`src/hw/dcache_params.svh`:
```
`ifndef DCACHE_PARAMS_SVH
`define DCACHE_PARAMS_SVH

// byte address and pipeline word
`define DCACHE_ADDR_W 32
`define DCACHE_WORD_W 64

// set geometry, 64 sets of 32-byte lines
`define DCACHE_SETS 64
`define DCACHE_INDEX_W 6
`define DCACHE_OFFSET_W 5

// tag is what remains above index and offset
`define DCACHE_TAG_W 21

// a line is four 64-bit beats on the memory side
`define DCACHE_BEATS 4
`define DCACHE_LINE_W 256

`define DCACHE_WAYS 2

`endif

```
`src/hw/dcachePkg.sv`:
```
`include "dcache_params.svh"

package dcachePkg;

  typedef logic [`DCACHE_ADDR_W-1:0] addrT;
  typedef logic [`DCACHE_WORD_W-1:0] wordT;

  // one enable per byte lane
  typedef logic [`DCACHE_WORD_W/8-1:0] maskT;

  typedef logic [`DCACHE_TAG_W-1:0] tagT;
  typedef logic [`DCACHE_INDEX_W-1:0] indexT;

  // word within a line, address bits 4..3
  typedef logic [$clog2(`DCACHE_BEATS)-1:0] wordSelT;

  typedef logic [`DCACHE_LINE_W-1:0] lineT;
  typedef logic [$clog2(`DCACHE_WAYS)-1:0] wayT;

  typedef enum logic [2:0] {
    Idle,
    Lookup,
    WriteBack,
    Refill,
    Fill
  } ctrlStateT;

endpackage

```
`src/hw/dcacheReqCapture.sv`:
```
`timescale 1ns/1ps
`include "dcache_params.svh"

module dcacheReqCapture (
  input  logic               clk,
  input  logic               rst_n,
  input  logic               reqValid_i,
  input  logic               reqWrite_i,
  input  dcachePkg::addrT    reqAddr_i,
  input  dcachePkg::wordT    reqWrData_i,
  input  dcachePkg::maskT    reqWrMask_i,
  input  logic               idle_i,
  output logic               reqReady_o,
  output logic               accepted_o,
  output logic               isWrite_o,
  output dcachePkg::tagT     tag_o,
  output dcachePkg::indexT   index_o,
  output dcachePkg::wordSelT wordSel_o,
  output dcachePkg::wordT    wrData_o,
  output dcachePkg::maskT    wrMask_o
);

  // only one request in flight, so ready just follows the idle state
  assign reqReady_o = idle_i;
  assign accepted_o = reqValid_i && idle_i;

  // address fields feed the tag compare, keep them defined from reset
  always_ff @(posedge clk or negedge rst_n) begin
    if (!rst_n) begin
      isWrite_o <= 1'b0;
      tag_o     <= '0;
      index_o   <= '0;
      wordSel_o <= '0;
    end else if (accepted_o) begin
      isWrite_o <= reqWrite_i;
      tag_o     <= reqAddr_i[`DCACHE_ADDR_W-1 -: `DCACHE_TAG_W];
      index_o   <= reqAddr_i[`DCACHE_OFFSET_W +: `DCACHE_INDEX_W];
      wordSel_o <= reqAddr_i[`DCACHE_OFFSET_W-1 -: $bits(dcachePkg::wordSelT)];
    end
  end

  // store payload, already lane-aligned by the pipeline
  always_ff @(posedge clk) begin
    if (accepted_o) begin
      wrData_o <= reqWrData_i;
      wrMask_o <= reqWrMask_i;
    end
  end

endmodule

```
`config.mk`:
```
export PLATFORM = sky130hd
export DESIGN_NAME = dcacheReqCapture
export DESIGN_NICKNAME = d
export VERILOG_FILES = /design/src/hw/dcachePkg.sv /design/src/hw/dcacheReqCapture.sv
export VERILOG_INCLUDE_DIRS = /design/src /design/src/hw
export SDC_FILE = /design/constraint.sdc
export NUM_CORES = 1
export LEC_CHECK = 0
export ABC_AREA = 0
export BUFFER_PORTS_ARGS = -buffer_cell sky130_fd_sc_hd__buf_4
export CELL_PAD_IN_SITES_DETAIL_PLACEMENT = 0
export CELL_PAD_IN_SITES_GLOBAL_PLACEMENT = 1
export CORE_ASPECT_RATIO = 1.4
export CORE_UTILIZATION = 33
export DETAILED_ROUTE_END_ITERATION = 10
export GPL_TIMING_DRIVEN = 0
export PLACE_DENSITY = 0.75
export REMOVE_ABC_BUFFERS = 1
export SYNTH_ARGS = -nofsm -noshare
export SYNTH_HDL_FRONTEND = slang
export SYNTH_SLANG_ARGS = --single-unit
```
`constraint.sdc`:
```
create_clock -name clk -period 3.3 [get_ports clk]
set_input_delay 0.66 -clock clk [delete_from_list [all_inputs] [get_ports clk]]
set_output_delay 0.66 -clock clk [all_outputs]
set_load 0.05 [all_outputs]
```
==> flow_results.xml <==
<?xml version="1.0" encoding="UTF-8"?>
<metrics>
  <group name="synth">
    <metric name="netlist_top_cells_area" unit="">edfxtp_1, dfrtp_1, mux2_4</metric>
    <metric name="syn-instance-count" unit="">138</metric>
    <metric name="synth_edf_count" unit="">72</metric>
    <metric name="synthesis.area_per_instance" unit="µm²">24.7</metric>
    <metric name="synth_most_common_cell" unit="">edfxtp_1</metric>
    <metric name="synth-main-ff-cell" unit="">edfxtp_1</metric>
    <metric name="ys_seq_area_frac" unit="">0.854</metric>
    <metric name="ys_ff_latch" unit="">102</metric>
    <metric name="post_synth_instance_area" unit="mm²">0.00341</metric>
    <metric name="post-synth-top-area-fraction" unit="">0.634</metric>
    <metric name="yosys_warnings" unit="">0</metric>
    <metric name="synth.cells.most_frequent" unit="">edfxtp_1, dfrtp_1, mux2_4</metric>
    <metric name="ys_types" unit="">8</metric>
    <metric name="synth_area_leader_cell" unit="">edfxtp_1</metric>
    <metric name="synth-async-reset-ratio" unit="">0.294</metric>
  </group>
  <group name="sta">
    <metric name="slew_headroom" unit="">0.292</metric>
    <metric name="highest_clock_rate" unit="MHz">327</metric>
    <metric name="maxSlewViolCount" unit="">0</metric>
    <metric name="final.setup_skew" unit="ps">0</metric>
    <metric name="final_min_period_over_clock_period" unit="">0.928</metric>
    <metric name="worst-slew-pin-transition" unit="ps">1060</metric>
    <metric name="setup_repair_after_global_routing_missed_its_margin" unit="">no</metric>
    <metric name="final_layout_setup_total_negative_slack" unit="ps">0</metric>
    <metric name="finalSetupViolCount" unit="">0</metric>
    <metric name="timing.final.hold_violations" unit="">0</metric>
    <metric name="final_period_minus_worst_setup_slack" unit="ps">3060</metric>
  </group>
  <group name="pwr">
    <metric name="vdd_drop_max" unit="µV">214</metric>
    <metric name="power_density" unit="mW/mm²">635</metric>
    <metric name="total_leakage_power" unit="nW">2.47</metric>
    <metric name="fin_total_pwr" unit="mW">3.46</metric>
  </group>
  <group name="final_layout">
    <metric name="layoutNonFillerInstCount" unit="">495</metric>
    <metric name="stdcell_area" unit="mm²">0.00546</metric>
    <metric name="layout-drive-gt1-share" unit="">0.711</metric>
    <metric name="layout_net_count" unit="">464</metric>
    <metric name="antenna_cells" unit="">0</metric>
    <metric name="area_overhead_of_the_layout_relative_to_synthesis" unit="%">59.9</metric>
  </group>
  <group name="global_route">
    <metric name="grt_first_pass_wirelength" unit="µm">11000</metric>
    <metric name="met2_usage" unit="">0.238</metric>
    <metric name="grtUsageTotal" unit="">0.140</metric>
    <metric name="overflow" unit="">0</metric>
    <metric name="antenna_found_initial" unit="">0</metric>
    <metric name="grt_start_max_net_pins" unit="">41</metric>
    <metric name="grt_most_used_layer" unit="">met2</metric>
    <metric name="number_of_global_route_vias_before_repair" unit="">2185</metric>
    <metric name="groute.layer.met3.usage" unit="">0.0592</metric>
    <metric name="grt_util_met1" unit="">0.152</metric>
  </group>
  <group name="floorplanning">
    <metric name="num_rows" unit="">43</metric>
    <metric name="chipHeight" unit="µm">122</metric>
    <metric name="dieArea" unit="mm²">0.0108</metric>
    <metric name="design.portCount" unit="">213</metric>
    <metric name="die_width" unit="µm">87.9</metric>
    <metric name="core-area" unit="mm²">0.00995</metric>
    <metric name="floorplan.initialDensity" unit="">0.343</metric>
  </group>
  <group name="placed_design">
    <metric name="place_area" unit="mm²">0.00513</metric>
    <metric name="place.gp.congestion" unit="">0.662</metric>
    <metric name="port-buffer-count" unit="">209</metric>
    <metric name="dp.cells" unit="">479</metric>
    <metric name="post-dp-hpwl" unit="µm">5740</metric>
  </group>
  <group name="drt">
    <metric name="via_count" unit="">2119</metric>
    <metric name="ant_nets" unit="">0</metric>
    <metric name="viasPerCell" unit="">4.28</metric>
    <metric name="remaining_drc_errors" unit="">0</metric>
    <metric name="firstDrtPassIters" unit="">4</metric>
    <metric name="finalWirelength" unit="µm">7570</metric>
    <metric name="drt_iter0_drc" unit="">47</metric>
    <metric name="routedWlPerCell" unit="µm">15.3</metric>
  </group>
  <group name="cts">
    <metric name="tritoncts_sink_count" unit="">102</metric>
    <metric name="clk-insertion-delay-late" unit="ps">330</metric>
    <metric name="htreeDepth" unit="">3</metric>
    <metric name="tritoncts.num_buffers" unit="">9</metric>
    <metric name="worst_setup_hold_path_clk_slew" unit="ps">70</metric>
    <metric name="cts.path.max_buffers" unit="">2</metric>
    <metric name="clock_tree_from_tritoncts" unit="">built</metric>
    <metric name="clock-root-buffer" unit="">clkbuf_16</metric>
  </group>
  <group name="job">
    <metric name="timing.max_cap.violations" unit="">0</metric>
  </group>
  <group name="worst_setup_path">
    <metric name="crit_path_max_fanout" unit="">40</metric>
    <metric name="critical_path_launch_point_type" unit="">input pin</metric>
    <metric name="worstSetupEndpointType" unit="">primary output</metric>
    <metric name="most_frequent_cell_on_the_critical_path" unit="">buf_4</metric>
    <metric name="crit_required" unit="ps">2640</metric>
    <metric name="worstSetupPathType" unit="">in -&gt; out</metric>
    <metric name="crit_chain" unit="">buf_4 -&gt; nand2_2 -&gt; inv_6 -&gt; buf_12 -&gt; buf_4</metric>
    <metric name="cp_slowest_stage_delay" unit="ps">570</metric>
    <metric name="data_arrival_time_of_the_critical_path" unit="ps">2400</metric>
    <metric name="slowest_stage_cell_on_the_critical_path" unit="">nand2_2</metric>
  </group>
  <group name="worst_hold_path">
    <metric name="worst_hold_path_type" unit="">in -&gt; async</metric>
  </group>
  <group name="outcome">
    <metric name="run_status" unit="">complete, no violations</metric>
  </group>
</metrics>
flip-flops by register name, summed over array words and instances (netlist names):
| register | count |
|---|---|
| index_o | 6 |
| isWrite_o | 1 |
| tag_o | 21 |
| wordSel_o | 2 |
| wrData_o | 64 |
| wrMask_o | 8 |
cells in the final DEF (no fill, tap or decap):
master and count:
buf_4 209, edfxtp_1 72, dfrtp_1 30, mux2_4 29, clkbuf_16 10, clkbuf_1 2
clkbuf_8 2, nand2_2 1, inv_6 1, mux2_2 1, bufinv_16 1, clkinvlp_4 1
buf_12 1
where the power goes:
| group | switching [mW] | internal, mW | leakage, nW | total, mW |
|---|---|---|---|---|
| clock network | 0.420 | 0.676 | 0.154 | 1.10 |
| logic | 0.520 | 0.300 | 1.29 | 0.820 |
| registers | 0.0487 | 1.50 | 1.03 | 1.55 |
| total | 0.988 | 2.47 | 2.47 | 3.46 |
per-stage QoR:
| step | setup slack (ps) | hold WS, ps | utilization |
|---|---|---|---|
| after CTS | 101 | 248 | 0.548 |
| after global routing | 88.7 | 268 | 0.548 |
| final | 239 | 247 | 0.548 |
| after global placement | -1300 | 495 | 0.513 |
| after detailed placement | -113 | 494 | 0.515 |
| after floorplan | -357 | 364 | - |
timing repair:
action,CTS,global route
resized for setup,1,1
endpoints found under the setup margin,1,1
hold buffers,0,0
pin swaps,0,0
buffers inserted,0,0
cells by family (layout without fill, tap and decap cells):
family	Yosys count	after routing	synth area share
buffers and inverters	5	227	0.0132
flip-flops	102	102	0.854
AND/OR/NAND/NOR	1	1	0.00184
multiplexers	30	30	0.131
final cells by class:
type                       count  area (µm²)
fill                         812        4500
sequential                   102        2910
inverter                       1        8.76
tap                          135         169
clock buffer                  14         285
clock inverter                 2        37.5
timing repair buffer         210        1590
multi-input combinational     31         453
routing by layer:
metal / share of wire / wire [µm]
met2: 0.50 / 3810
met1: 0.35 / 2660
met3: 0.13 / 1010
met4: 0.012 / 90
met5: 0 / 0
critical path: cells and delay by family:
family                 cells  cell delay (ps)
buffers and inverters      4             1150
AND/OR/NAND/NOR            1              570
worst paths after layout:
kind,start,to,slack [ps],cells past startpoint
setup / recovery,idle_i,accepted_o,240,5
setup reg to reg,tag_o[9],tag_o[9],2530,1
hold / removal,rst_n,tag_o[0],250,1
max in group asynchronous,rst_n,tag_o[14],2780,1
min in group clk,reqWrData_i[8],wrData_o[8],500,1
hold reg to reg,index_o[0],index_o[0],510,1
Power figures use the tool's default switching activity.
