**src/hw/dcache_params.svh**
```systemverilog
`ifndef DCACHE_PARAMS_SVH
`define DCACHE_PARAMS_SVH

// byte address and pipeline word
`define DCACHE_ADDR_W 32
`define DCACHE_WORD_W 64

// set geometry, 64 sets of 32-byte lines
`define DCACHE_SETS 64
`define DCACHE_INDEX_W 6
`define DCACHE_OFFSET_W 5

// tag is what remains above index and offset
`define DCACHE_TAG_W 21

// a line is four 64-bit beats on the memory side
`define DCACHE_BEATS 4
`define DCACHE_LINE_W 256

`define DCACHE_WAYS 2

`endif

```
**src/hw/dcachePkg.sv**
```systemverilog
`include "dcache_params.svh"

package dcachePkg;

  typedef logic [`DCACHE_ADDR_W-1:0] addrT;
  typedef logic [`DCACHE_WORD_W-1:0] wordT;

  // one enable per byte lane
  typedef logic [`DCACHE_WORD_W/8-1:0] maskT;

  typedef logic [`DCACHE_TAG_W-1:0] tagT;
  typedef logic [`DCACHE_INDEX_W-1:0] indexT;

  // word within a line, address bits 4..3
  typedef logic [$clog2(`DCACHE_BEATS)-1:0] wordSelT;

  typedef logic [`DCACHE_LINE_W-1:0] lineT;
  typedef logic [$clog2(`DCACHE_WAYS)-1:0] wayT;

  typedef enum logic [2:0] {
    Idle,
    Lookup,
    WriteBack,
    Refill,
    Fill
  } ctrlStateT;

endpackage

```
**src/hw/dcacheMemPort.sv**
```systemverilog
`timescale 1ns/1ps
`include "dcache_params.svh"

module dcacheMemPort (
  input  logic             clk,
  input  logic             rst_n,
  input  logic             wbActive_i,
  input  logic             refillActive_i,
  input  dcachePkg::tagT   tag_i,
  input  dcachePkg::indexT index_i,
  input  dcachePkg::tagT   victimTag_i,
  input  dcachePkg::lineT  victimLine_i,
  input  logic             memWrGnt_i,
  input  logic             memRdGnt_i,
  input  logic             memRdValid_i,
  input  dcachePkg::wordT  memRdData_i,
  input  logic             memRdLast_i,
  output logic             memWrReq_o,
  output dcachePkg::addrT  memWrAddr_o,
  output dcachePkg::lineT  memWrLine_o,
  output logic             wbDone_o,
  output logic             memRdReq_o,
  output dcachePkg::addrT  memRdAddr_o,
  output logic             refillDone_o,
  output dcachePkg::lineT  fillLine_o
);

  logic               rdGrantedQ;
  dcachePkg::wordSelT beatCntQ;
  dcachePkg::lineT    refillBufQ;
  logic               beatValid;

  // write-back is a single transfer held for the whole WriteBack state
  assign memWrReq_o  = wbActive_i;
  assign memWrAddr_o = {victimTag_i, index_i, {`DCACHE_OFFSET_W{1'b0}}};
  assign memWrLine_o = victimLine_i;
  assign wbDone_o    = wbActive_i && memWrGnt_i;

  // read request drops once granted, beats follow
  assign memRdReq_o   = refillActive_i && !rdGrantedQ;
  assign memRdAddr_o  = {tag_i, index_i, {`DCACHE_OFFSET_W{1'b0}}};
  assign beatValid    = refillActive_i && rdGrantedQ && memRdValid_i;
  assign refillDone_o = beatValid && memRdLast_i;
  assign fillLine_o   = refillBufQ;

  always_ff @(posedge clk or negedge rst_n) begin
    if (!rst_n) begin
      rdGrantedQ <= 1'b0;
      beatCntQ   <= '0;
    end else if (memRdReq_o && memRdGnt_i) begin
      rdGrantedQ <= 1'b1;
      beatCntQ   <= '0;
    end else if (beatValid) begin
      beatCntQ <= beatCntQ + 1'b1;
      if (memRdLast_i) begin
        rdGrantedQ <= 1'b0;
      end
    end
  end

  // beats arrive in ascending word order
  always_ff @(posedge clk) begin
    if (beatValid) begin
      refillBufQ[beatCntQ * `DCACHE_WORD_W +: `DCACHE_WORD_W] <= memRdData_i;
    end
  end

  onlyOneMemReq: assert property (@(posedge clk) disable iff (!rst_n)
    !(memWrReq_o && memRdReq_o));

  lastOnFinalBeat: assert property (@(posedge clk) disable iff (!rst_n)
    beatValid |-> (memRdLast_i == (beatCntQ == dcachePkg::wordSelT'(`DCACHE_BEATS - 1))));

endmodule

```
**config.mk**
```make
export PLATFORM = sky130hd
export DESIGN_NAME = dcacheMemPort
export DESIGN_NICKNAME = d
export VERILOG_FILES = /design/src/hw/dcachePkg.sv /design/src/hw/dcacheMemPort.sv
export VERILOG_INCLUDE_DIRS = /design/src /design/src/hw
export SDC_FILE = /design/constraint.sdc
export NUM_CORES = 1
export LEC_CHECK = 0
export ABC_CLOCK_PERIOD_IN_PS = 3450
export BUFFER_PORTS_ARGS = -buffer_cell sky130_fd_sc_hd__buf_2
export CORE_AREA = 2 2 376 378
export CTS_BUF_LIST = sky130_fd_sc_hd__clkbuf_4 sky130_fd_sc_hd__clkbuf_8
export DETAILED_ROUTE_END_ITERATION = 6
export DIE_AREA = 0 0 378 380
export GPL_TIMING_DRIVEN = 0
export SLEW_MARGIN = 20
export SYNTH_ARGS = -nofsm -noshare
export SYNTH_HDL_FRONTEND = slang
export SYNTH_SLANG_ARGS = --single-unit
export TNS_END_PERCENT = 20
```
**constraint.sdc**
```tcl
create_clock -name clk -period 3.45 [get_ports clk]
set_input_delay 0.69 -clock clk [delete_from_list [all_inputs] [get_ports clk]]
set_output_delay 0.69 -clock clk [all_outputs]
set_load 0.03 [all_outputs]
```
==> results of run 1 <==
-- final timing paths --
path	startpoint	endpoint	slack [ps]	cells past startpoint
worst min-delay path	memRdGnt_i	rdGrantedQ	290	3
worst max-delay path	beatCntQ[0]	fillLine_o[100]	310	5
worst min register to register	beatCntQ[1]	beatCntQ[1]	610	1
max in group asynchronous	rst_n	rdGrantedQ	2800	2
worst max register to register	beatCntQ[0]	fillLine_o[100]	310	5
min in group asynchronous	rst_n	beatCntQ[0]	540	2
-- sequential cells by signal, indices dropped and copies added (netlist names) --
name and count:
beatCntQ 2, fillLine_o 256, rdGrantedQ 1
-- per-stage QoR --
stage,setup slack (ps),utilization,cells,TNS (ps)
after floorplan,575.1,-,918,0
after global placement,-1615,0.1282,3435,-358380
after detailed placement,-30.27,0.1296,3443,-49.39
after CTS,41.96,0.1371,3529,0
after global routing,176.2,0.1374,3543,0
final,313.0,0.1375,3549,0
-- per-layer routing --
metal,wire length [um],GRT usage
met1,30630,0.1217
met2,45770,0.2165
met3,12090,0.06305
met4,4557,0.05061
met5,65,0
-- cells by family (layout without fill, tap and decap cells) --
group	after synthesis	count (layout)	synth area share
other cells	1	30	0.0003059
simple gates	276	276	0.1436
flops	259	259	0.6331
compound gates	4	4	0.002449
fa+ha+maj	5	5	0.005103
buf+inv	364	1099	0.2154
-- synthesized netlist by cell type --
master,number
nor2_1,3
and4_1,1
a221o_1,2
clkbuf_1,14
a21oi_1,1
buf_4,323
dfrtp_1,3
o21ai_0,1
edfxtp_1,256
buf_6,5
ha_1,5
nor4b_4,1
clkbuf_2,14
and2_1,130
conb_1,1
and4bb_1,1
and3b_1,6
buf_2,6
inv_1,2
nor2b_1,5
and3_1,129
-- critical path: stages (launching register included) --
cell      delay [ps]
dfrtp_1          560
inv_1            160
ha_1             390
nor2b_2          600
clkbuf_1         850
and3_1           360
-- timing repair --
| item | 4_1_cts | 5_1_grt |
|---|---|---|
| gates cloned | 0 | 0 |
| gates resized for setup | 1 | 1 |
| hold endpoints to repair | 3 | 0 |
| endpoints found under the setup margin | 1 | 5 |
| hold buffers | 1 | 0 |
| pin swaps | 0 | 0 |
-- layout by cell type, fill, tap and decap left out, types with 6 or more instances in the layout --
cell | netlist | routed
bufinv_16 | 0 | 6
buf_2 | 6 | 647
diode_2 | 0 | 20
and3_1 | 129 | 125
clkbuf_2 | 14 | 17
and3b_1 | 6 | 6
clkbuf_4 | 0 | 15
edfxtp_1 | 256 | 256
clkbuf_8 | 0 | 47
conb_1 | 1 | 10
clkinv_1 | 0 | 8
and2_1 | 130 | 130
clkbuf_1 | 14 | 11
buf_4 | 323 | 325
-- area by class of cell --
type,instances,area (um^2)
sequential,259,7762
buffer,362,2638
antenna,20,50.05
fill,15820,120100
timing repair buffer,650,3386
tap,1876,2347
inverter,2,7.507
clock buffer,62,759.5
clock inverter,23,270.3
multi-input combinational,295,1918
-- power groups by stage --
stage	Clock [W]	Sequential, W	Combinational (W)
finish	0.00338	0.00390	0.00462
global route	0.00362	0.00392	0.00486
CTS	0.00351	0.00390	0.00476
detailed placement	0	0.00397	0.00475
global placement	0	0.00400	0.00456
floorplan	0	0.00429	0.00177
==> results by group, run 1 <==
Yosys
  – Mapped Area: 0.01226 mm^2
  – Yosys top cell area share: 0.6270
  – Register area share after synthesis: 0.6331
  – Register bit total from synthesis: 259
  – Yosys top cell by area: edfxtp_1
  – Synth area leaders: edfxtp_1 63%, buf_4 20%, and2_1 6.6%
  – Syn Inst Count: 909
  – Number of synthesis warnings: 0
  – Yosys cell types: 21
  – Avg Cell Area, Syn: 13.49 um^2

Detailed routing
  – WL final: 93120 um
  – Routed wire length per instance: 26.24 um
  – Drt drc: 0
  – Vias per inst: 2.878
  – Initial DRC count: 569
  – Pre-antenna DRT Iters: 4
  – DR vias: 10220
  – Post-DRT Antenna Nets: 0

Power and ir drop
  – Psw: 0.005050 W
  – Worst vdd ir: 0.3596 mV
  – Leakage: 8.760 nW
  – Cell-internal power: 0.006851 W
  – Pwr dens: 621.8 mW/mm^2
  – Part of the power in registers: 0.328
  – Power, Total: 0.01190 W
  – Power share of the combinational group: 0.388
  – Clock group share of total power: 0.284
  – Switch share: 0.4244

Global routing
  – Grt ovf: 0
  – First-pass GRT wire length: 112200 um
  – Initial antenna violation count: 93
  – Largest net degree at the start of global routing: 43
  – Vias in the first global route: 9991
  – GR Util All Layers: 0.1233

STA
  – Final Hold Viols: 0
  – Post-route clock period utilization: 0.9093
  – Final setup fails: 0
  – Slew Viols, Final: 0
  – RSZ-0062 raised after global routing: false
  – Least-Margin Pin Slew: 1072 ps
  – Max-slew headroom: 0.2855
  – Final period demand of the worst path: 3137 ps
  – WHS: 290.8 ps
  – Fmax: 0.3188 GHz
  – Clock skew: 43.58 ps

Finish
  – Final Net Count: 1998
  – Area delta synth->final: 56.10%
  – Post-route cell area: 0.01914 mm^2
  – Share of cells above drive strength 1: 0.6564

Clock tree
  – Clock slew at reported path FFs: 60 ps
  – Worst skew pair latency: 670 ps
  – Post-CTS Repair Setup Buffers: 0
  – H-tree Lvls: 2
  – Clock tree from TritonCTS: done
  – CTS Buf Count: 47
  – Clock sink count: 259
  – Clk Tree Root Cell: clkbuf_8
  – Max Buffers Root-to-Sink: 3

Setup path
  – Element type at the critical path start: register
  – Crit path DAT: 3610 ps
  – CP Capture Type: register
  – Req. time, crit path: 3920 ps
  – Crit path max fanout: 10
  – Critical path type: reg2reg

Die
  – Die Ht: 380 um
  – Core footprint: 0.1392 mm^2
  – Die area: 0.1436 mm^2
  – Die width: 378 um
  – Initial Util: 0.08809
  – # IOs: 956
  – Row count: 137

Place
  – IO Port Bufs: 641
  – Hpwl dp: 80440 um
  – Routability cong.: 0.9743
  – Placed Area: 0.01804 mm^2

Flow run
  – Max-cap violations: 0

Hold path
  – Hold WC Path Type: in2reg

Outcome
  – Status: finished clean
No activity file was read; power rests on OpenSTA's default activity.
==> inputs of run 2 (changes only) <==
--- a/config.mk
+++ b/config.mk
@@ -8,10 +8,10 @@
 export LEC_CHECK = 0
 export ABC_CLOCK_PERIOD_IN_PS = 3450
 export BUFFER_PORTS_ARGS = -buffer_cell sky130_fd_sc_hd__buf_2
-export CORE_AREA = 2 2 376 378
+export CORE_AREA = 2 2 370 372
 export CTS_BUF_LIST = sky130_fd_sc_hd__clkbuf_4 sky130_fd_sc_hd__clkbuf_8
 export DETAILED_ROUTE_END_ITERATION = 6
-export DIE_AREA = 0 0 378 380
+export DIE_AREA = 0 0 372 374
 export GPL_TIMING_DRIVEN = 0
 export SLEW_MARGIN = 20
 export SYNTH_ARGS = -nofsm -noshare
==> run 2 against run 1 <==
- power fell by 5.9%
- first-iteration DRC count is 34% higher
- count of clock-buffer cells in the layout is 7 lower
- critical path depth unchanged
- core utilization rose by 0.19 points
- sequential share of layout area is 0.70 points higher
- non-clock buffer count fell by 3
- sequential cell count is the same
- worst hold slack worse by 23 ps
==> results by group, run 2 (same netlist as run 1, synthesis figures left out) <==
Setup path
  – Worst R2R Setup Slack: 110 ps (was 310 ps)
  – Crit-path max cell delay: 980 ps (was 850 ps)
  – Slowest-stage cell, CP: nor4b_4 (was clkbuf_1)
  – Crit path max fanout: 11 (was 10)
  – Crit path DAT: 3850 ps (was 3610 ps)
  – Worst Reg-to-Reg Cells: 5 (unchanged)
  – Worst Setup SP: beatCntQ[0] (unchanged)
  – Reg-to-Reg End: fillLine_o[176] (was fillLine_o[100])
  – Critical path type: reg2reg (unchanged)
  – Req. time, crit path: 3960 ps (was 3920 ps)
  – CP Capture Type: register (unchanged)
  – Element type at the critical path start: register (unchanged)
  – Beginning of the worst register-to-register path: beatCntQ[0] (unchanged)
  – Crit-path cells: inv_1 -> ha_1 -> nor4b_4 -> buf_2 -> and2_1 (was inv_1 -> ha_1 -> nor2b_2 -> clkbuf_1 -> and3_1)

Finish
  – Most common cell after layout, fill and taps aside: buf_2 (unchanged)
  – Max reg flops: 256 (unchanged)
  – FILL cells: 15210 (was 15820)
  – Register area: 0.007762 mm^2 (unchanged)
  – Most frequent cells in the layout: 649 x buf_2, 323 x buf_4, 256 x edfxtp_1 (was 647 x buf_2, 325 x buf_4, 256 x edfxtp_1)
  – Area delta synth->final: 53.43% (was 56.10%)
  – Non-filler instance count after layout: 3451 (was 3549)
  – Final core occ: 0.1394 (was 0.1375)
  – Final Net Count: 1992 (was 1998)
  – Area of the multi-input gates: 0.001911 mm^2 (was 0.001918 mm^2)
  – Share of cells above drive strength 1: 0.6510 (was 0.6564)

Die
  – Die width: 372 um (was 378 um)
  – # IOs: 956 (unchanged)
  – Initial Util: 0.09085 (was 0.08809)
  – Die area: 0.1391 mm^2 (was 0.1436 mm^2)
  – Core footprint: 0.1350 mm^2 (was 0.1392 mm^2)
  – Row count: 135 (was 137)
  – Die Ht: 374 um (was 380 um)

STA
  – Fin Setup TNS: 0 ps (unchanged)
  – Final Worst Setup Slack: 114.6 ps (was 313.0 ps)
  – Slew Viols, Final: 0 (unchanged)
  – Fmax: 0.2998 GHz (was 0.3188 GHz)
  – WHS: 268.2 ps (was 290.8 ps)
  – Max-slew headroom: 0.3041 (was 0.2855)
  – Least-Margin Pin Slew: 1040 ps (was 1072 ps)
  – RSZ-0062 raised after global routing: false (unchanged)
  – Final period demand of the worst path: 3335 ps (was 3137 ps)
  – Final Hold Viols: 0 (unchanged)
  – Final setup fails: 0 (unchanged)
  – Post-route clock period utilization: 0.9668 (was 0.9093)
  – Clock skew: 43.77 ps (was 43.58 ps)

Clock tree
  – Post-CTS Repair Setup Buffers: 0 (unchanged)
  – CTS Buf Count: 44 (was 47)
  – Max Buffers Root-to-Sink: 3 (unchanged)
  – H-tree Lvls: 2 (unchanged)
  – Clk Tree Root Cell: clkbuf_8 (unchanged)
  – Clock tree from TritonCTS: done (unchanged)
  – Worst skew pair latency: 680 ps (was 670 ps)
  – Clock sink count: 259 (unchanged)
  – Clock slew at reported path FFs: 60 ps (about the same)

Hold path
  – Hold_sp: memRdGnt_i (unchanged)
  – Hold worst-path end: rdGrantedQ (unchanged)
  – Hold Path Cell Cnt: 3 (unchanged)
  – Hold WC Path Type: in2reg (unchanged)

Power and ir drop
  – Worst vdd ir: 0.3168 mV (was 0.3596 mV)
  – Pwr dens: 595.4 mW/mm^2 (was 621.8 mW/mm^2)
  – Clock group share of total power: 0.252 (was 0.284)
  – Psw: 0.004869 W (was 0.005050 W)
  – Leakage: 8.639 nW (was 8.760 nW)
  – Part of the power in registers: 0.348 (was 0.328)
  – Cell-internal power: 0.006331 W (was 0.006851 W)
  – Power share of the combinational group: 0.400 (was 0.388)
  – Switch share: 0.4347 (was 0.4244)

Detailed routing
  – Post-DRT Antenna Nets: 0 (unchanged)
  – Vias per inst: 2.936 (was 2.878)
  – Top sig layer: met5 (unchanged)
  – DR vias: 10130 (was 10220)
  – WL final: 92180 um (was 93120 um)
  – Pre-antenna DRT Iters: 7 (was 4)
  – Initial DRC count: 762 (was 569)
  – Routed wire length per instance: 26.71 um (was 26.24 um)
  – DRT met1 WL: 30600 um (was 30630 um)
  – Drt drc: 0 (unchanged)
  – Routed wl met3: 12860 um (was 12090 um)
  – Met2 WL: 44240 um (was 45770 um)

Place
  – Routability cong.: 1.064 (was 0.9743)
  – IO Port Bufs: 641 (unchanged)
  – DP Worst Slack: 99.42 ps (was -30.27 ps)
  – Hpwl dp: 80180 um (was 80440 um)
  – Placed insts: 3345 (was 3443)

Outcome
  – Status: finished clean (unchanged)

Global routing
  – GR Util All Layers: 0.1258 (was 0.1233)
  – First-pass GRT wire length: 109700 um (was 112200 um)
  – Vias in the first global route: 9702 (was 9991)
  – Largest net degree at the start of global routing: 43 (unchanged)
  – Grt ovf: 0 (unchanged)
  – Initial antenna violation count: 86 (was 93)

Flow run
  – Max-cap violations: 0 (unchanged)
-- run 2: changes by cell type in the layout (fill, tap and decap cells not counted), sizes merged --
cell    change
bufinv      -5
inv         +1
buf         -1
clkbuf      -9
diode      +11
-- run 2: per-stage QoR --
stage          area [um^2]  power, W
6_report             18810   0.01120
5_1_grt              18760   0.01171
4_1_cts              18730   0.01146
2_1_floorplan        12290  0.006067
3_3_place_gp         17730  0.008480
3_5_place_dp         17890  0.008590
-- run 2: cell type report --
cell class / instances / share of cell area
clock inverter: 19 / 0.006984
tap: 1781 / 0.1185
antenna: 31 / 0.004124
timing repair buffer: 647 / 0.1784
multi-input combinational: 295 / 0.1016
clock buffer: 55 / 0.03725
inverter: 2 / 0.0003991
buffer: 362 / 0.1402
sequential: 259 / 0.4126
-- run 2: repair_timing --
action | CTS | global route
setup endpoints to repair | 0 | 11
hold buffers | 1 | 0
resized for setup | 0 | 2
endpoints found under the hold margin | 3 | 0
-- run 2: worst max-delay path, delay by kind of cell (launching register included) --
kind                     cells  cell delay, ps
adder cells (fa/ha/maj)      1             420
buffers and inverters        2             950
flip-flops                   1             550
AND/OR/NAND/NOR              2            1210
-- run 2: per-layer routing --
layer	global-route usage	vias to the layer above
li1	-	4251
met4	0.04862	8
met3	0.07209	216
met2	0.2158	904
met1	0.1243	4754
met5	0	-
-- run 2: worst max path at each step --
stage                      endpoint  slack, ps  cells past startpoint
CTS                 fillLine_o[176]         70                      5
detailed placement  fillLine_o[170]        100                      5
floorplan             fillLine_o[0]        580                      2
finish              fillLine_o[176]        110                      5
global placement      fillLine_o[4]      -1610                      3
global route        fillLine_o[176]         10                      5
-- run 2: power groups by stage --
stage / clock network (W) / registers [W] / logic [W]
4_1_cts: 0.00293 / 0.00390 / 0.00463
3_5_place_dp: 0 / 0.00397 / 0.00462
3_3_place_gp: 0 / 0.00400 / 0.00448
6_report: 0.00282 / 0.00390 / 0.00448
2_1_floorplan: 0 / 0.00429 / 0.00177
5_1_grt: 0.00307 / 0.00392 / 0.00473
