--- config.mk ---
export PLATFORM = sky130hd
export DESIGN_NAME = dcacheCtrl
export DESIGN_NICKNAME = d
export VERILOG_FILES = /design/src/hw/dcachePkg.sv /design/src/hw/dcacheCtrl.sv
export VERILOG_INCLUDE_DIRS = /design/src /design/src/hw
export SDC_FILE = /design/constraint.sdc
export NUM_CORES = 1
export LEC_CHECK = 0
export BUFFER_PORTS_ARGS = -buffer_cell sky130_fd_sc_hd__buf_2
export CAP_MARGIN = 40
export CORE_AREA = 2 2 39 41
export CTS_CLUSTER_SIZE = 10
export DETAILED_ROUTE_END_ITERATION = 12
export DIE_AREA = 0 0 41 43
export GPL_TIMING_DRIVEN = 1
export PLACE_DENSITY = 0.52
export SYNTH_ARGS = -nofsm -noshare
export SYNTH_HDL_FRONTEND = slang
export SYNTH_SLANG_ARGS = --single-unit
--- constraint.sdc ---
create_clock -name clk -period 1.1 [get_ports clk]
set_input_delay 0.055 -clock clk [delete_from_list [all_inputs] [get_ports clk]]
set_output_delay 0.055 -clock clk [all_outputs]
set_load 0.01 [all_outputs]
--- src/hw/dcache_params.svh ---
`ifndef DCACHE_PARAMS_SVH
`define DCACHE_PARAMS_SVH

// byte address and pipeline word
`define DCACHE_ADDR_W 32
`define DCACHE_WORD_W 64

// set geometry, 64 sets of 32-byte lines
`define DCACHE_SETS 64
`define DCACHE_INDEX_W 6
`define DCACHE_OFFSET_W 5

// tag is what remains above index and offset
`define DCACHE_TAG_W 21

// a line is four 64-bit beats on the memory side
`define DCACHE_BEATS 4
`define DCACHE_LINE_W 256

`define DCACHE_WAYS 2

`endif

--- src/hw/dcachePkg.sv ---
`include "dcache_params.svh"

package dcachePkg;

  typedef logic [`DCACHE_ADDR_W-1:0] addrT;
  typedef logic [`DCACHE_WORD_W-1:0] wordT;

  // one enable per byte lane
  typedef logic [`DCACHE_WORD_W/8-1:0] maskT;

  typedef logic [`DCACHE_TAG_W-1:0] tagT;
  typedef logic [`DCACHE_INDEX_W-1:0] indexT;

  // word within a line, address bits 4..3
  typedef logic [$clog2(`DCACHE_BEATS)-1:0] wordSelT;

  typedef logic [`DCACHE_LINE_W-1:0] lineT;
  typedef logic [$clog2(`DCACHE_WAYS)-1:0] wayT;

  typedef enum logic [2:0] {
    Idle,
    Lookup,
    WriteBack,
    Refill,
    Fill
  } ctrlStateT;

endpackage

--- src/hw/dcacheCtrl.sv ---
`timescale 1ns/1ps

module dcacheCtrl (
  input  logic clk,
  input  logic rst_n,
  input  logic accepted_i,
  input  logic isWrite_i,
  input  logic hit_i,
  input  logic victimDirty_i,
  input  logic wbDone_i,
  input  logic refillDone_i,
  output logic idle_o,
  output logic rspValid_o,
  output logic storeEn_o,
  output logic markDirty_o,
  output logic missEn_o,
  output logic wbActive_o,
  output logic refillActive_o,
  output logic fillEn_o
);

  dcachePkg::ctrlStateT stateQ;
  dcachePkg::ctrlStateT stateD;
  logic                 lookup;

  always_ff @(posedge clk or negedge rst_n) begin
    if (!rst_n) begin
      stateQ <= dcachePkg::Idle;
    end else begin
      stateQ <= stateD;
    end
  end

  always_comb begin
    stateD = stateQ;
    case (stateQ)
      dcachePkg::Idle: begin
        if (accepted_i) begin
          stateD = dcachePkg::Lookup;
        end
      end
      dcachePkg::Lookup: begin
        if (hit_i) begin
          stateD = dcachePkg::Idle;
        end else if (victimDirty_i) begin
          stateD = dcachePkg::WriteBack;
        end else begin
          stateD = dcachePkg::Refill;
        end
      end
      dcachePkg::WriteBack: begin
        if (wbDone_i) begin
          stateD = dcachePkg::Refill;
        end
      end
      dcachePkg::Refill: begin
        if (refillDone_i) begin
          stateD = dcachePkg::Fill;
        end
      end
      // one cycle to install the line, then look up again
      dcachePkg::Fill: stateD = dcachePkg::Lookup;
      default: stateD = dcachePkg::Idle;
    endcase
  end

  assign lookup = (stateQ == dcachePkg::Lookup);

  assign idle_o         = (stateQ == dcachePkg::Idle);
  assign rspValid_o     = lookup && hit_i;
  assign storeEn_o      = rspValid_o && isWrite_i;
  assign markDirty_o    = storeEn_o;
  assign missEn_o       = lookup && !hit_i;
  assign wbActive_o     = (stateQ == dcachePkg::WriteBack);
  assign refillActive_o = (stateQ == dcachePkg::Refill);
  assign fillEn_o       = (stateQ == dcachePkg::Fill);

  // the lookup after a fill finds the installed line and responds
  rspAfterFill: assert property (@(posedge clk) disable iff (!rst_n)
    fillEn_o |=> rspValid_o);

endmodule

==> results.sh, run 1 <==
export IMPL_drv_cap=0
export IMPL_path_clk_slew_ns=0.04
export IMPL_core_um2=1380
export IMPL_yosysSeqAreaShare_pct=36.4
export IMPL_vias=265
export IMPL_dr_pass1_iters=4
export IMPL_io_pins=16
export IMPL_synth_seq_cells=3
export IMPL_grt_ovfl_total=0
export IMPL_hold_slack_ns=0.0443
export IMPL_slew_headroom_pct=85.1
export IMPL_top_register="stateQ"
export IMPL_num_rows=14
export IMPL_drc=0
export IMPL_r2r_cells=4
export IMPL_yosys_warnings=0
export IMPL_violations="negative setup slack"
export IMPL_finalSetupTns_ns=-0.765
export IMPL_fill_cells=161
export IMPL_drive_gt1_share_pct=62.0
export IMPL_r2r_end="stateQ[0]$_DFFE_PN0P_"
export IMPL_critPathArrivalTime_ns=1.19
export IMPL_netlist_area_um2=206
export IMPL_setup_viol=9
export IMPL_grt_start_max_net_pins=11
export IMPL_htree_levels=1
export IMPL_nets=59
export IMPL_crit_path_top_delay_cell="dfrtp_1"
export IMPL_ant_nets=0
export IMPL_place_ws_ns=-0.0148
export IMPL_grt_usage_pct=7.96
export IMPL_portBuffers=15
export IMPL_min_from="refillDone_i"
export IMPL_status="complete, but fails checks"
export IMPL_layout_commonest_cell="buf_2"
export IMPL_clk_latency_ns=0.23
export IMPL_synth_cells=25
export IMPL_crit_fanout=3
export IMPL_vdd_ir_drop_max_mv=0.681
export IMPL_avgSynthCellArea_um2=8.26
export IMPL_worst_ep_required_time_ns=1.04
export IMPL_cellLeakagePower_nw=0.215
export IMPL_area_growth_pct=93.9
export IMPL_placed_cells=59
export IMPL_dr_first_iter_drc_count=3
export IMPL_r2r_start="stateQ[1]$_DFFE_PN0P_"
export IMPL_cp_start_kind="flip-flop"
export IMPL_max_freq_ghz=0.803
export IMPL_worstPathCellList="nor2_2 -> and3_4 -> and2_4 -> buf_6"
export IMPL_setup_ws_ns=-0.146
export IMPL_fp_dieW_um=41
export IMPL_final_cell_mix="buf_2, buf_4, nor2_1, clkbuf_4"
export IMPL_finClkSkew_ns=0.00109
export IMPL_place_area_um2=328
export IMPL_hold_path_depth=2
export IMPL_synth_cell_types=17
export IMPL_cp_end_kind="output pin"
export IMPL_largest_reg_flops=3
export IMPL_rsz0062_at_grt="yes"
export IMPL_power_density_nw_per_um2=2630
export IMPL_hold_path_class="input pin to flip-flop"
export IMPL_routed_wl_um=575
export IMPL_cts_buffers=3
export IMPL_vias_per_cell=4.02
export IMPL_crit_path_max_incr_delay_ns=0.40
export IMPL_wire_per_inst_um=8.71
export IMPL_multi_input_area_um2=120
export IMPL_root_buffer="clkbuf_4"
export IMPL_holdPathEnd="stateQ[1]$_DFFE_PN0P_"
export IMPL_post_route_period_util_pct=113
export IMPL_initial_utilization_pct=14.9
export IMPL_rrSetupSlack_ns=-0.01
export IMPL_final_hold_violation_count=0
export IMPL_final_cell_area_um2=400
export IMPL_top_regs="stateQ (3)"
export IMPL_dp_hpwl_um=448
export IMPL_max_slew_worst_pin_slew_ns=0.221
export IMPL_ff_latch_area_um2=76.3
export IMPL_clock_sinks=3
export IMPL_place_congestion=0.676
export IMPL_die_h_um=43
export IMPL_slew_viol_final=0
export IMPL_cts_buffer_depth=2
export IMPL_path_class="flip-flop to output pin"
export IMPL_grt_pass1_wl_um=883
export IMPL_antenna_cells=0
export IMPL_dieArea_um2=1760
export IMPL_grt_pass1_vias=249
export IMPL_layout_min_cycle_time_ns=1.25
export IMPL_instances_no_fill=66
export IMPL_synth_nets=33
export IMPL_antenna_found_initial=0
export IMPL_cts_tree="built"
through the flow:
stage / power (mW) / util, %
finish: 1.05 / 28.9
global route: 1.15 / 28.9
CTS: 1.06 / 28.6
detailed placement: 0.765 / 23.7
global placement: 0.760 / 23.7
floorplan: 0.533 / -
kinds of logic after synthesis:
kind of cell    Yosys count  share of synthesized area, %
compound gates            4                          12.7
buf+inv                   4                          12.7
simple gates             14                          38.2
flops                     3                          36.4
worst max-delay path: cells and delay by family, from the launching register on:
| kind | cells | cell delay, ns |
|---|---|---|
| buf+inv | 1 | 0.09 |
| simple gates | 3 | 0.47 |
| flops | 1 | 0.40 |
routing by layer:
metal / vias to the layer above / wire [um] / GRT usage [%] / share of wire, %
met3: 0 / 62 / 4.71 / 11
met5: - / 0 / 0 / 0
met4: 0 / 0 / 6.00 / 0
met1: 118 / 214 / 8.77 / 37
met2: 12 / 299 / 10.6 / 52
li1: 135 / - / - / -
synth_stat cells:
library cell	n	area share, %
nor2_1	5	9.1
nand3b_1	1	3.6
dfrtp_1	3	36
nand2b_2	1	4.2
nor3b_1	1	3.6
a21oi_1	1	2.4
and3_1	2	6.1
inv_1	2	3.6
o21ai_0	1	2.4
o211ai_1	1	3.6
buf_6	1	5.5
nand2_1	1	1.8
nor3_1	1	2.4
or3b_1	1	4.2
buf_4	1	3.6
and2_1	1	3.0
a311oi_1	1	4.2
cell type report:
cell class / instances / area share [%]
repair buffers: 23 / 37.5
flip-flops and latches: 3 / 19.1
clock buffers: 4 / 6.56
multi-input cells: 18 / 30.0
well taps: 16 / 5.00
inverters: 2 / 1.88
power breakdown:
part,switching (mW),internal [mW]
Clock,0.0569,0.136
Combinational,0.259,0.358
Sequential,0.0778,0.164
repair_timing:
item,in CTS,in global routing
resized for setup,4,1
pin swaps,3,1
buffers inserted,2,0
setup endpoints to repair,9,9
endpoints found under the hold margin,3,0
hold buffers,1,0
worst max path at each step:
stage,from,end,slack [ns],cells after the start
floorplan,stateQ[1]$_DFFE_PN0P_,storeEn_o,0.01,4
finish,stateQ[1]$_DFFE_PN0P_,markDirty_o,-0.15,4
global route,stateQ[1]$_DFFE_PN0P_,storeEn_o,-0.19,4
global placement,stateQ[0]$_DFFE_PN0P_,stateQ[0]$_DFFE_PN0P_,0.002,3
CTS,stateQ[1]$_DFFE_PN0P_,markDirty_o,-0.15,4
detailed placement,stateQ[0]$_DFFE_PN0P_,stateQ[0]$_DFFE_PN0P_,-0.01,3
Power figures use the tool's default switching activity.
==> run 2: changes to the inputs <==
- BUFFER_PORTS_ARGS: -buffer_cell sky130_fd_sc_hd__buf_2 -> unset
- DONT_BUFFER_PORTS: unset -> 1
- PLACE_DENSITY: 0.52 -> 0.41
==> results.sh, run 2 (synthesis gave the netlist of run 1 again) <==
export IMPL_initial_utilization_pct=14.9
export IMPL_cellLeakagePower_nw=0.169
export IMPL_grt_pass1_vias=255
export IMPL_postLayoutCoreUtil_pct=28.3
export IMPL_final_cell_area_um2=392
export IMPL_place_congestion=0.661
export IMPL_max_slew_worst_pin_slew_ns=0.239
export IMPL_cts_buffer_depth=2
export IMPL_finClkSkew_ns=0.00439
export IMPL_vdd_ir_drop_max_mv=1.17
export IMPL_top_register="stateQ"
export IMPL_instances_no_fill=55
export IMPL_dr_first_iter_drc_count=5
export IMPL_dp_hpwl_um=396
export IMPL_portBuffers=0
export IMPL_root_buffer="clkbuf_4"
export IMPL_drive_gt1_share_pct=64.1
export IMPL_vias=230
export IMPL_nets=48
export IMPL_core_um2=1380
export IMPL_placed_cells=43
export IMPL_antenna_cells=0
export IMPL_final_cell_mix="buf_4, nor2_4, clkbuf_4, dfrtp_2"
export IMPL_area_growth_pct=89.7
export IMPL_routed_wl_um=603
export IMPL_critPathBufInv=0
export IMPL_power_density_nw_per_um2=2980
export IMPL_path_clk_slew_ns=0.04
export IMPL_setup_viol=8
export IMPL_fin_total_pwr_mw=1.17
export IMPL_crit_path_top_delay_cell="dfrtp_2"
export IMPL_htree_levels=1
export IMPL_fill_cells=154
export IMPL_cp_end_kind="output pin"
export IMPL_max_freq_ghz=0.831
export IMPL_place_ws_ns=-0.00116
export IMPL_drc=0
export IMPL_io_pins=16
export IMPL_dieArea_um2=1760
export IMPL_worstPathCellList="nor2_4 -> and3_4 -> and2_4"
export IMPL_grt_pass1_wl_um=979
export IMPL_ant_nets=0
export IMPL_slew_viol_final=0
export IMPL_path_class="flip-flop to output pin"
export IMPL_largest_reg_flops=3
export IMPL_dr_pass1_iters=2
export IMPL_status="complete, but fails checks"
export IMPL_cts_tree="built"
export IMPL_die_h_um=43
export IMPL_cp_start_kind="flip-flop"
export IMPL_drv_cap=0
export IMPL_wire_per_inst_um=11.0
export IMPL_cts_buffers=3
export IMPL_setup_ws_ns=-0.103
export IMPL_clk_latency_ns=0.23
export IMPL_layout_min_cycle_time_ns=1.20
export IMPL_clock_sinks=3
export IMPL_slew_headroom_pct=84.0
export IMPL_worst_ep_required_time_ns=1.04
export IMPL_grt_start_max_net_pins=6
export IMPL_top_regs="stateQ (3)"
export IMPL_fp_dieW_um=41
export IMPL_num_rows=14
export IMPL_vias_per_cell=4.18
export IMPL_crit_path_max_incr_delay_ns=0.43
export IMPL_critPathArrivalTime_ns=1.15
export IMPL_crit_family="simple AND/OR/NAND/NOR gates"
export IMPL_grt_ovfl_total=0
export IMPL_crit_fanout=4
export IMPL_post_route_period_util_pct=109
export IMPL_rsz0062_at_grt="yes"
export IMPL_violations="negative setup slack"
export IMPL_antenna_found_initial=0
export IMPL_layout_commonest_cell="buf_4"
export IMPL_final_hold_violation_count=0
export IMPL_grt_usage_pct=8.55
export IMPL_place_area_um2=245
export IMPL_hold_path_class="input pin to flip-flop"
## run 2: cell type report
| class | count | area [um2] | share of cell area [%] |
|---|---|---|---|
| inverters | 2 | 7.51 | 1.92 |
| clock buffers | 4 | 26.3 | 6.71 |
| well taps | 16 | 20.0 | 5.11 |
| repair buffers | 12 | 103 | 26.2 |
| multi-input cells | 18 | 156 | 39.9 |
| flip-flops and latches | 3 | 78.8 | 20.1 |
## run 2: final timing paths
path                                             from               endpoint  slack (ns)  cells past startpoint
worst max-delay path            stateQ[1]$_DFFE_PN0P_              storeEn_o       -0.10                      3
worst min-delay path                       accepted_i  stateQ[0]$_DFFE_PN0P_        0.03                      2
worst max register to register  stateQ[0]$_DFFE_PN0P_  stateQ[0]$_DFFE_PN0P_       -0.05                      4
worst min register to register  stateQ[2]$_DFFE_PN0P_  stateQ[1]$_DFFE_PN0P_        0.53                      1
max in group asynchronous                       rst_n  stateQ[1]$_DFFE_PN0P_        0.86                      1
min in group asynchronous                       rst_n  stateQ[0]$_DFFE_PN0P_        0.07                      1
## run 2: timing repair
action                                  4_1_cts  5_1_grt
endpoints found under the setup margin        9        9
endpoints found under the hold margin         5        0
gates cloned                                  0        0
pin swaps                                     5        0
hold buffers                                  2        0
buffers inserted                              5        1
resized for setup                            13        2
## run 2: per-stage QoR
stage	hold slack (ns)	setup TNS [ns]
finish	0.0300	-0.534
global route	0.0576	-1.00
CTS	0.0175	-0.559
detailed placement	-0.240	-0.00116
global placement	-0.240	0
floorplan	-0.241	0
## run 2: layer usage
metal  global-route usage [%]  vias to the layer above  share of wire [%]
met5                        0                        -                  0
met4                     6.00                        0                  0
met3                     4.71                        0                 14
met2                     12.8                       13                 50
met1                     8.41                      105                 36
li1                         -                      112                  -
## run 2: power by group
part	switching (mW)	internal, mW	leakage (nW)
Sequential	0.0733	0.169	0.0337
Clock	0.0574	0.136	0.0150
Combinational	0.337	0.396	0.120
==> run 3: changes to the inputs <==
- ABC_AREA: unset -> 1
- CELL_PAD_IN_SITES_DETAIL_PLACEMENT: unset -> 0
- CELL_PAD_IN_SITES_GLOBAL_PLACEMENT: unset -> 1
- PLACE_DENSITY: 0.41 -> 0.57
- clock period: 1.1 -> 0.99 ns (I/O delays scaled with it)
==> results.sh, run 3 <==
export IMPL_yosysTopAreaCell="dfrtp_1"
export IMPL_power_frac_comb_pct=67.3
export IMPL_synth_main_ff_cell="dfrtp_1"
export IMPL_largest_reg_flops=3
export IMPL_grt_usage_pct=9.05
export IMPL_crit_family="flip-flops"
export IMPL_num_rows=14
export IMPL_synth_cells=40
export IMPL_r2r_start="stateQ[0]$_DFFE_PN0P_"
export IMPL_crit_cells=3
export IMPL_area_growth_pct=77.7
export IMPL_critPathBufInv=1
export IMPL_hold_slack_ns=0.0651
export IMPL_cp_start_kind="flip-flop"
export IMPL_slew_headroom_pct=81.3
export IMPL_path_class="flip-flop to output pin"
export IMPL_p_int_mw=0.768
export IMPL_cp_end_kind="output pin"
export IMPL_grt_pass1_wl_um=993
export IMPL_cts_buffers=3
export IMPL_r2r_cells=8
export IMPL_root_buffer="clkbuf_4"
export IMPL_crit_path_top_delay_cell="dfrtp_1"
export IMPL_rsz0062_at_grt="yes"
export IMPL_cts_tree="built"
export IMPL_top_register="stateQ"
export IMPL_setup_ws_ns=-0.185
export IMPL_ant_nets=0
export IMPL_critPathArrivalTime_ns=1.13
export IMPL_dr_first_iter_drc_count=2
export IMPL_synth_area_leaders="dfrtp_1, inv_1, nand2_1"
export IMPL_netlist_area_leader_share_pct=29.7
export IMPL_power_density_nw_per_um2=3140
export IMPL_placed_cells=62
export IMPL_instances_no_fill=71
export IMPL_grt_pass1_vias=256
export IMPL_setup_worst_path_start="stateQ[2]$_DFFE_PN0P_"
export IMPL_dp_hpwl_um=477
export IMPL_rrSetupSlack_ns=-0.13
export IMPL_vdd_ir_drop_max_mv=1.09
export IMPL_async_flop_share_pct=100
export IMPL_place_congestion=0.668
export IMPL_hold_path_class="input pin to async pin"
export IMPL_crit_path_max_incr_delay_ns=0.41
export IMPL_grt_ovfl_total=0
export IMPL_r2r_end="stateQ[0]$_DFFE_PN0P_"
export IMPL_synth_edf_count=0
export IMPL_p_sw_mw=0.643
export IMPL_initial_utilization_pct=18.3
export IMPL_final_hold_violation_count=0
export IMPL_max_freq_ghz=0.851
export IMPL_fp_dieW_um=41
export IMPL_grt_start_max_net_pins=6
export IMPL_clock_sinks=3
export IMPL_violations="negative setup slack"
export IMPL_switching_share_pct=45.6
export IMPL_place_area_um2=334
export IMPL_finalSetupTns_ns=-1.42
export IMPL_routed_wl_um=614
export IMPL_finClkSkew_ns=0.00415
export IMPL_layout_min_cycle_time_ns=1.18
export IMPL_drive_gt1_share_pct=49.1
export IMPL_synth_nets=48
export IMPL_clkPwrFrac_pct=15.3
export IMPL_avgSynthCellArea_um2=6.32
export IMPL_seq_power_share_pct=17.4
export IMPL_synth_cell_types=14
export IMPL_crit_fanout=5
export IMPL_path_clk_slew_ns=0.04
export IMPL_slew_viol_final=0
export IMPL_cellLeakagePower_nw=0.239
export IMPL_max_slew_worst_pin_slew_ns=0.280
export IMPL_drv_cap=0
export IMPL_status="complete, but fails checks"
export IMPL_netlist_top_cells_count="inv_1, nand2_1, nor2_1"
export IMPL_io_pins=16
export IMPL_vias_per_cell=4.06
export IMPL_antenna_cells=0
export IMPL_wire_per_inst_um=8.65
export IMPL_post_route_period_util_pct=119
export IMPL_antenna_found_initial=0
export IMPL_crit_end="markDirty_o"
export IMPL_top_regs="stateQ (3)"
export IMPL_worst_ep_required_time_ns=0.94
export IMPL_portBuffers=0
export IMPL_yosysMostFrequentCell="inv_1"
export IMPL_yosysSeqAreaShare_pct=29.7
export IMPL_yosys_warnings=0
export IMPL_vias=288
export IMPL_nets=64
export IMPL_cts_buffer_depth=2
export IMPL_htree_levels=1
export IMPL_core_um2=1380
export IMPL_final_cell_area_um2=449
export IMPL_die_h_um=43
export IMPL_netlist_area_um2=253
export IMPL_dr_pass1_iters=4
export IMPL_clk_latency_ns=0.23
export IMPL_drc=0
export IMPL_final_cell_mix="nand2_1, buf_4, inv_1, nor2_1"
export IMPL_worstPathCellList="inv_4 -> nand3_4 -> nor3b_4"
export IMPL_postLayoutCoreUtil_pct=32.5
export IMPL_setup_viol=11
export IMPL_dieArea_um2=1760
export IMPL_synth_seq_cells=3
[run 3: power groups by stage]
stage	logic [mW]	registers [mW]	clock network [mW]
floorplan	0.462	0.250	0
global placement	0.702	0.245	0
detailed placement	0.707	0.243	0
CTS	0.868	0.243	0.225
global route	1.06	0.252	0.232
finish	0.950	0.245	0.215
[run 3: cells by family (layout without fill, tap and decap cells)]
family	Yosys count	count (layout)	synth area share, %
buffers and inverters	11	26	17.8
AO/OA/AOI/OAI	2	2	3.96
AND/OR/NAND/NOR	24	24	48.5
flip-flops	3	3	29.7
[run 3: how the worst min path moves through the flow]
stage                         from                    end  slack (ns)
after detailed placement     rst_n  stateQ[2]$_DFFE_PN0P_       -0.25
after global placement       rst_n  stateQ[2]$_DFFE_PN0P_       -0.25
final                        rst_n  stateQ[1]$_DFFE_PN0P_        0.07
after CTS                 wbDone_i  stateQ[1]$_DFFE_PN0P_        0.05
after global routing         rst_n  stateQ[1]$_DFFE_PN0P_        0.07
after floorplan              rst_n  stateQ[0]$_DFFE_PN0P_       -0.25
[run 3: final cells by class]
class / count / area, um2
clock buffers: 4 / 26.3
fillers: 151 / 935
inverters: 10 / 42.5
multi-input cells: 26 / 179
flip-flops and latches: 3 / 75.1
well taps: 16 / 20.0
repair buffers: 12 / 106
[run 3: per-stage QoR]
stage | setup WS (ns) | total power [mW]
6_report | -0.185 | 1.41
5_1_grt | -0.261 | 1.55
4_1_cts | -0.200 | 1.34
3_5_place_dp | -0.0772 | 0.951
3_3_place_gp | -0.0864 | 0.947
2_1_floorplan | -0.0744 | 0.712
[run 3: worst register-to-register path, stage by stage, from the launching register on]
cell	delay, ns
dfrtp_1	0.39
buf_4	0.14
nand2_2	0.05
nor2_4	0.13
nand2_2	0.07
nand2_2	0.08
nor2_4	0.04
nand2_1	0.06
nand2_1	0.04
[run 3: timing repair]
item / 4_1_cts / 5_1_grt
setup buffers: 3 / 0
hold endpoints to repair: 4 / 0
pin swaps: 2 / 2
resized for setup: 7 / 7
setup endpoints to repair: 11 / 11
hold buffers: 2 / 0
[run 3: per-layer routing]
metal | vias up | GRT usage (%) | wire length, um
met3 | 2 | 3.14 | 45
met4 | 0 | 10.0 | 14
met2 | 11 | 11.6 | 322
met5 | - | 0 | 0
met1 | 126 | 10.4 | 232
li1 | 149 | - | -
